**src/hdl/mapper_pkg.sv**
```systemverilog
package mapper_pkg;

	typedef logic [9:0] coord_t;
	typedef logic [2:0] tile_t;
	typedef logic [7:0] channel_t;

	// bullet centre
	typedef struct packed {
		coord_t x;
		coord_t y;
	} point_t;

	// rectangle by centre and half-extents
	typedef struct packed {
		coord_t x;
		coord_t y;
		coord_t half_w;
		coord_t half_h;
	} box_t;

	typedef struct packed {
		channel_t red;
		channel_t green;
		channel_t blue;
	} rgb_t;

	typedef struct packed {
		logic player_bullet;
		logic enemy_bullet;
		logic enemy;
		logic player;
		logic life;
	} layer_hits_t;

	// border is the start screen left edge, draw_x <= 10
	typedef struct packed {
		logic blank;
		logic start;
		logic over;
		logic play;
		logic border;
	} screen_t;

	localparam int N_TILES = 6;

	// sky, water, grass, boulder, wood, leaf
	localparam rgb_t TILE_PALETTE [N_TILES] = '{
		'{8'h40, 8'h90, 8'hf0},
		'{8'h10, 8'h40, 8'hc0},
		'{8'h30, 8'ha0, 8'h30},
		'{8'h80, 8'h70, 8'h60},
		'{8'h70, 8'h40, 8'h18},
		'{8'h20, 8'h70, 8'h20}
	};

	localparam rgb_t COLOR_BLACK  = '{8'h00, 8'h00, 8'h00};
	localparam rgb_t COLOR_WHITE  = '{8'hff, 8'hff, 8'hff};
	localparam rgb_t COLOR_RED    = '{8'hff, 8'h00, 8'h00};
	localparam rgb_t COLOR_ENEMY  = '{8'hd0, 8'h80, 8'h20};
	localparam rgb_t COLOR_PLAYER = '{8'h20, 8'h60, 8'hff};
	localparam rgb_t COLOR_LIFE   = '{8'hff, 8'hc0, 8'h40};
	localparam rgb_t COLOR_START  = '{8'h18, 8'h18, 8'h60};
	localparam rgb_t COLOR_BANNER = '{8'hc0, 8'h20, 8'h20};

	// game-over banner, bounds inclusive
	localparam coord_t BANNER_X0 = 10'd270;
	localparam coord_t BANNER_X1 = 10'd370;
	localparam coord_t BANNER_Y0 = 10'd150;
	localparam coord_t BANNER_Y1 = 10'd225;

endpackage

```
**src/hdl/pixel_decode.sv**
```systemverilog
module pixel_decode #(
	parameter int N_BULLETS  = 5,
	parameter int BULLET_R   = 2,
	parameter int LIFE_HALF  = 5,
	parameter int LIFE_PITCH = 20
) (
	input  logic                    pixel_clk,
	input  logic                    arst_n,
	input  logic                    blank,
	input  logic                    start,
	input  logic                    over,
	input  logic                    play,
	input  mapper_pkg::coord_t      draw_x,
	input  mapper_pkg::coord_t      draw_y,
	input  mapper_pkg::tile_t       tile,
	input  mapper_pkg::point_t      bullets [N_BULLETS],
	input  mapper_pkg::point_t      enemy_bullet,
	input  mapper_pkg::box_t        enemy,
	input  logic                    enemy_alive,
	input  mapper_pkg::box_t        player,
	input  logic [1:0]              lives,
	output mapper_pkg::layer_hits_t hits,
	output mapper_pkg::tile_t       tile_q,
	output mapper_pkg::screen_t     screen
);
	import mapper_pkg::*;

	localparam int     R_SQ     = BULLET_R * BULLET_R;
	localparam coord_t LIFE_Y   = coord_t'(20);
	localparam coord_t BORDER_X = coord_t'(10);

	layer_hits_t hits_d;
	logic        border;

	// signed distance a - b, wide enough for the full screen
	function automatic logic signed [10:0] offset(coord_t a, coord_t b);
		return $signed({1'b0, a}) - $signed({1'b0, b});
	endfunction

	function automatic logic in_circle(coord_t px, coord_t py, point_t c);
		logic signed [10:0] dx;
		logic signed [10:0] dy;
		logic [21:0]        d2;
		dx = offset(px, c.x);
		dy = offset(py, c.y);
		d2 = dx * dx + dy * dy;
		return d2 <= 22'(R_SQ);
	endfunction

	function automatic logic in_box(coord_t px, coord_t py, box_t b);
		logic signed [10:0] dx;
		logic signed [10:0] dy;
		logic signed [10:0] hw;
		logic signed [10:0] hh;
		dx = offset(px, b.x);
		dy = offset(py, b.y);
		hw = $signed({1'b0, b.half_w});
		hh = $signed({1'b0, b.half_h});
		return (dx <= hw) && (dx >= -hw) && (dy <= hh) && (dy >= -hh);
	endfunction

	// marker k sits at (k*pitch, 20)
	function automatic box_t life_box(int k);
		box_t b;
		b.x      = coord_t'(k * LIFE_PITCH);
		b.y      = LIFE_Y;
		b.half_w = coord_t'(LIFE_HALF);
		b.half_h = coord_t'(LIFE_HALF);
		return b;
	endfunction

	always_comb begin
		hits_d = '0;
		for (int i = 0; i < N_BULLETS; i++) begin
			if (in_circle(draw_x, draw_y, bullets[i])) begin
				hits_d.player_bullet = 1'b1;
			end
		end
		hits_d.enemy_bullet = in_circle(draw_x, draw_y, enemy_bullet);
		hits_d.enemy        = enemy_alive && in_box(draw_x, draw_y, enemy);
		hits_d.player       = in_box(draw_x, draw_y, player);
		// one marker per lost life
		for (int k = 1; k <= 3; k++) begin
			if ((int'(lives) < 4 - k) && in_box(draw_x, draw_y, life_box(k))) begin
				hits_d.life = 1'b1;
			end
		end
	end

	assign border = (draw_x <= BORDER_X);

	always_ff @(posedge pixel_clk or negedge arst_n) begin
		if (!arst_n) begin
			hits   <= '0;
			tile_q <= '0;
			screen <= '0;
		end else begin
			hits          <= hits_d;
			tile_q        <= tile;
			screen.blank  <= blank;
			screen.start  <= start;
			screen.over   <= over;
			screen.play   <= play;
			screen.border <= border;
		end
	end

endmodule

```
**src/hdl/layer_compose.sv**
```systemverilog
module layer_compose (
	input  logic                    pixel_clk,
	input  logic                    arst_n,
	input  mapper_pkg::layer_hits_t hits,
	input  mapper_pkg::tile_t       tile_q,
	input  mapper_pkg::screen_t     screen_in,
	output mapper_pkg::rgb_t        play_color,
	output mapper_pkg::screen_t     screen_out
);
	import mapper_pkg::*;

	rgb_t background;
	rgb_t color_d;

	// tiles past the palette show black
	always_comb begin
		if (tile_q < tile_t'(N_TILES)) begin
			background = TILE_PALETTE[tile_q];
		end else begin
			background = COLOR_BLACK;
		end
	end

	// later layers paint over earlier ones
	always_comb begin
		color_d = background;
		if (hits.player_bullet) begin
			color_d = COLOR_WHITE;
		end
		if (hits.enemy_bullet) begin
			color_d = COLOR_RED;
		end
		if (hits.enemy) begin
			color_d = COLOR_ENEMY;
		end
		if (hits.player) begin
			color_d = COLOR_PLAYER;
		end
		// life markers always on top
		if (hits.life) begin
			color_d = COLOR_LIFE;
		end
	end

	always_ff @(posedge pixel_clk or negedge arst_n) begin
		if (!arst_n) begin
			play_color <= '0;
			screen_out <= '0;
		end else begin
			play_color <= color_d;
			screen_out <= screen_in;
		end
	end

endmodule

```
**src/hdl/frame_output.sv**
```systemverilog
module frame_output (
	input  logic                 pixel_clk,
	input  logic                 arst_n,
	input  mapper_pkg::rgb_t     play_color,
	input  mapper_pkg::screen_t  screen,
	input  mapper_pkg::coord_t   draw_x,
	input  mapper_pkg::coord_t   draw_y,
	output mapper_pkg::channel_t red,
	output mapper_pkg::channel_t green,
	output mapper_pkg::channel_t blue
);
	import mapper_pkg::*;

	point_t xy_q [2];
	logic   in_banner;
	rgb_t   pix_d;
	rgb_t   pix_q;

	// align coordinates with the screen state two stages back
	always_ff @(posedge pixel_clk or negedge arst_n) begin
		if (!arst_n) begin
			xy_q[0] <= '0;
			xy_q[1] <= '0;
		end else begin
			xy_q[0].x <= draw_x;
			xy_q[0].y <= draw_y;
			xy_q[1]   <= xy_q[0];
		end
	end

	assign in_banner = (xy_q[1].x >= BANNER_X0) && (xy_q[1].x <= BANNER_X1) &&
		(xy_q[1].y >= BANNER_Y0) && (xy_q[1].y <= BANNER_Y1);

	// blank is active low
	always_comb begin
		if (!screen.blank) begin
			pix_d = COLOR_BLACK;
		end else if (screen.start) begin
			pix_d = screen.border ? COLOR_BLACK : COLOR_START;
		end else if (screen.over) begin
			pix_d = in_banner ? COLOR_BANNER : COLOR_BLACK;
		end else if (screen.play) begin
			pix_d = play_color;
		end else begin
			pix_d = COLOR_BLACK;
		end
	end

	always_ff @(posedge pixel_clk or negedge arst_n) begin
		if (!arst_n) begin
			pix_q <= '0;
		end else begin
			pix_q <= pix_d;
		end
	end

	assign red   = pix_q.red;
	assign green = pix_q.green;
	assign blue  = pix_q.blue;

endmodule

```
**src/hdl/color_mapper.sv**
```systemverilog
module color_mapper #(
	parameter int N_BULLETS  = 5,
	parameter int BULLET_R   = 2,
	parameter int LIFE_HALF  = 5,
	parameter int LIFE_PITCH = 20
) (
	input  logic                 pixel_clk,
	input  logic                 arst_n,
	input  logic                 blank,
	input  logic                 start,
	input  logic                 over,
	input  logic                 play,
	input  mapper_pkg::coord_t   draw_x,
	input  mapper_pkg::coord_t   draw_y,
	input  mapper_pkg::tile_t    tile,
	input  mapper_pkg::point_t   bullets [N_BULLETS],
	input  mapper_pkg::point_t   enemy_bullet,
	input  mapper_pkg::box_t     enemy,
	input  logic                 enemy_alive,
	input  mapper_pkg::box_t     player,
	input  logic [1:0]           lives,
	output mapper_pkg::channel_t red,
	output mapper_pkg::channel_t green,
	output mapper_pkg::channel_t blue
);
	import mapper_pkg::*;

	layer_hits_t hits;
	tile_t       tile_q;
	screen_t     screen_dec;
	screen_t     screen_cmp;
	rgb_t        play_color;

	pixel_decode #(
		.N_BULLETS  (N_BULLETS),
		.BULLET_R   (BULLET_R),
		.LIFE_HALF  (LIFE_HALF),
		.LIFE_PITCH (LIFE_PITCH)
	) decode_i (
		.pixel_clk, .arst_n,
		.blank, .start, .over, .play,
		.draw_x, .draw_y, .tile,
		.bullets, .enemy_bullet, .enemy, .enemy_alive, .player, .lives,
		.hits, .tile_q, .screen (screen_dec)
	);

	layer_compose compose_i (
		.pixel_clk, .arst_n,
		.hits, .tile_q,
		.screen_in  (screen_dec),
		.play_color,
		.screen_out (screen_cmp)
	);

	frame_output output_i (
		.pixel_clk, .arst_n,
		.play_color,
		.screen (screen_cmp),
		.draw_x, .draw_y,
		.red, .green, .blue
	);

endmodule

```
**config.mk**
```make
export PLATFORM = sky130hd
export DESIGN_NAME = color_mapper
export DESIGN_NICKNAME = d
export VERILOG_FILES = /design/src/hdl/mapper_pkg.sv /design/src/hdl/pixel_decode.sv /design/src/hdl/layer_compose.sv /design/src/hdl/frame_output.sv /design/src/hdl/color_mapper.sv
export SDC_FILE = /design/constraint.sdc
export NUM_CORES = 2
export LEC_CHECK = 0
export ABC_AREA = 1
export ABC_CLOCK_PERIOD_IN_PS = 1560
export BUFFER_PORTS_ARGS = -buffer_cell sky130_fd_sc_hd__buf_2
export CORE_ASPECT_RATIO = 0.75
export CORE_MARGIN = 2
export CORE_UTILIZATION = 65
export CTS_CLUSTER_SIZE = 8
export DETAILED_ROUTE_END_ITERATION = 6
export GPL_ROUTABILITY_DRIVEN = 0
export HOLD_SLACK_MARGIN = 0.08
export MAX_ROUTING_LAYER = met4
export PLACE_DENSITY_LB_ADDON = 0.2
export SLEW_MARGIN = 20
export SYNTH_ARGS = -nofsm -noshare
export SYNTH_HDL_FRONTEND = slang
export SYNTH_HIERARCHICAL = 1
export SYNTH_SLANG_ARGS = --single-unit
export TNS_END_PERCENT = 30
```
**constraint.sdc**
```tcl
create_clock -name pixel_clk -period 1.56 [get_ports pixel_clk]
set_clock_uncertainty 0.05 [all_clocks]
set_input_delay 0.312 -clock pixel_clk [delete_from_list [all_inputs] [get_ports pixel_clk]]
set_output_delay 0.312 -clock pixel_clk [all_outputs]
set_load 0.02 [all_outputs]
```
==> summary.txt <==
Synthesis
  – Seq cells post-synth: between 90 and 100
  – Number of synthesized flops with an enable pin: 0
  – Post-Syn Area per Cell: ~8.2 sq um
  – Area leader, netlist: fa_1
  – Sequential area share after synthesis: 0.0371
  – Post-Synthesis Cell Area: around 65000 sq um
  – Synthesized net count: between 10000 and 15000
  – Main synth FF type: dfrtp_1
  – Cells after synthesis: about 7900
  – Asr flop ratio synth: 1.00
  – Top cell type's share of synthesized area: 0.443
  – Area contributors post-synth: fa_1 (44%), ha_1 (14%), inv_1 (14%)
  – Ys Warns: 6
  – Netlist cell types: 62

Clock tree
  – Max H-tree Level: 3
  – CTS buffer count: 9
  – CTS tree: built
  – Root buffer cell: clkbuf_16
  – Clk sinks: 96
  – Clk pin slew, worst setup/hold paths: ~80 ps
  – Clock buffer depth: 2
  – Clk_lat worst skew: around 350 ps

Setup path
  – Top delay family on crit path: adder cells
  – Crit Reg-Reg Endpoint: output_i/blue[5]
  – Crit. End Element: flip-flop
  – Max stage delay on crit path: 670 ps
  – Critical-path top delay cell: fa_2
  – Worst Setup SP: draw_x[0]
  – Crit Reg-Reg Startpoint: output_i/xy_q[1]
  – Worst setup SP type: primary input
  – Crit path buf inv count: 7
  – CP Depth: 39
  – Worst EP required: between 1500 and 2000 ps
  – Critical path class: primary input to flip-flop
  – R2R setup slack: between 100 and 150 ps
  – Critical Path AT: between 8000 and 9000 ps
  – Worst setup path end: decode_i/hits[4]
  – Critical Path Fanout Max: 3
  – Cell depth of the worst flop-to-flop path: 7
  – Worst path most repeated cell: nand2_1

Global routing
  – Vias in the first global route: between 60000 and 70000
  – Global-route wire length before repair: ~320000 microns
  – Pin count of the biggest net entering global routing: 40
  – Initial antenna violation count: 14
  – Total congestion overflow: 0
  – GRT Overall Usage: 0.407

Outcome
  – Status: finished, violations left
  – Violated checks: setup timing

Worst hold path
  – Hold Crit Depth: 2
  – Hold Path Class: primary input to flip-flop

Final layout
  – Final Util: 0.820
  – Layout Area Growth over Synthesis: 25.3%
  – Nets@finish: ~12000
  – Fill cells: 5958
  – Fraction of layout cells with a size suffix above 1: 0.233

Die
  – Number of placement rows: 100
  – Starting Density: 0.655
  – Total core area: around 100000 sq um
  – Die Height: roughly 280 microns
  – Die area: 102000 sq um
  – Die Span X: 369 microns
  – I/O Pins: approximately 260

Route
  – Post-route DRC: 0
  – Vias/cell: about 5.3
  – Drt total wl: about 200000 microns
  – 1st-iter DRT viols: ~4900
  – Drt wl/cell: ~18 microns
  – 1st-pass router iterations: 6
  – Via count: ~58000
  – DRT antenna net count: 0

STA
  – RSZ-0062 raised after global routing: true
  – Max transition margin: 0.573
  – Fmax achieved: between 100 and 150 MHz
  – Slew @ Worst Pin: approximately 640 ps
  – Fin crit period: around 8300 ps
  – Slack of the critical path: -6720 ps
  – Fin crit share: 5.30
  – Slew Limit Fails: 0
  – Final Hold Violating Endpoints: 0
  – Setup violations, final: 6

Placed design
  – Pre-CTS WS: -7330 ps
  – Port Buffers: ~260
  – Dpl hpwl: 171000 microns

Run
  – Max-cap violations: 0
-- timing repair --
action                     4_1_cts  5_1_grt
gates cloned                     2        0
buffers inserted                27       21
pin swaps                       93       95
setup endpoints to repair        6        6
resized for setup              198      132
hold buffers                     8        0
hold endpoints to repair        38        0
-- registers in the layout, summed over array words and instances, names as in the netlist, 5 cells and up --
register / cells
compose_i/play_color: 16
decode_i/hits: 5
output_i/red: 8
output_i/blue: 8
output_i/xy_q: 38
output_i/green: 8
decode_i/screen: 5
compose_i/screen_out: 5
-- final cells by class --
class                      count  area [sq um]  area share
timing repair buffer        1763         13100       0.162
clock buffer                   9           225     0.00277
clock inverter                 7          86.3     0.00106
antenna                       15          37.5    0.000462
inverter                    2518          9480       0.117
tap                         1326          1660      0.0204
sequential                    96          2400      0.0296
multi-input combinational   5173         54100       0.667
-- cells by family (layout without fill, tap and decap cells) --
kind of cell | Yosys count | count (layout) | share of synthesized area
buf+inv | 2588 | 4297 | 0.151
xor+xnor | 270 | 270 | 0.0370
other cells | 0 | 15 | 0
fa+ha+maj | 2176 | 2176 | 0.586
compound gates | 516 | 516 | 0.0466
simple gates | 2208 | 2209 | 0.142
flops | 96 | 96 | 0.0371
mux | 2 | 2 | 0.000328
-- synth_stat cells, drive strengths merged (2+ instances only) --
master / n
a21boi: 12
or2: 73
o211ai: 11
xor2: 160
nand3: 176
inv: 2506
xnor2: 110
a21o: 21
nand4: 53
o31ai: 18
buf: 29
nand3b: 20
and2: 2
a21oi: 290
clkbuf: 41
o22ai: 2
dfrtp: 96
o2111a: 2
nor3: 55
nor4: 7
o311ai: 4
clkinv: 12
nand2: 1042
and3: 2
a311oi: 2
o21bai: 25
ha: 742
a31o: 4
fa: 1434
o221ai: 3
a2111oi: 2
nor3b: 5
a31oi: 13
nor2: 771
o21ai: 95
o2111ai: 7
-- how the worst min path moves through the flow --
stage | from | end | slack, ps
after floorplan | arst_n | compose_i/play_color[11] | -30
after global placement | arst_n | output_i/blue[0] | 220
after detailed placement | arst_n | output_i/green[1] | 230
after CTS | draw_x[0] | output_i/xy_q[30] | 220
after global routing | draw_x[0] | output_i/xy_q[30] | 240
final | draw_x[0] | output_i/xy_q[30] | 240
-- cell usage in the layout, fill, tap and decap left out, drive strengths merged, types with 3 or more instances in the layout --
master / instances
nand4: 53
clkinv: 17
nand3b: 20
inv: 2503
ha: 742
dlygate4sd3: 8
o2111ai: 7
buf: 1755
o221ai: 3
a21boi: 12
nand2: 1043
o211ai: 11
diode: 15
xor2: 160
or2: 73
nor2: 771
nor3: 55
clkbuf: 9
clkinvlp: 5
a31o: 4
o21bai: 25
dfrtp: 96
fa: 1434
a31oi: 13
a21oi: 290
o31ai: 18
nor4: 7
nor3b: 5
nand3: 176
o311ai: 4
xnor2: 110
a21o: 21
o21ai: 95
-- per-layer routing --
metal / share of wire / vias to the layer above / global-route usage / wire length, microns
met4: 0.071 / 0 / 0.217 / 14100
met5: 0 / - / - / 0
li1: - / 26300 / - / -
met3: 0.11 / 746 / 0.0939 / 21100
met2: 0.46 / 2724 / 0.624 / 90200
met1: 0.37 / 28400 / 0.506 / 72600
-- metrics by stage --
| step | hold WS [ps] | TNS [ps] | std cells | area [sq um] |
|---|---|---|---|---|
| 2_1_floorplan | -33.6 | -15050 | 7856 | 65100 |
| 3_3_place_gp | 223 | -21550 | 10800 | 79000 |
| 3_5_place_dp | 230 | -22420 | 10800 | 79000 |
| 4_1_cts | 217 | -18040 | 10900 | 80500 |
| 5_1_grt | 238 | -20300 | 10900 | 81200 |
| 6_report | 244 | -19020 | 10900 | 81200 |
Power is not shown: default switching activity piles up to over one toggle a cycle in this logic, so the estimate is an artifact.
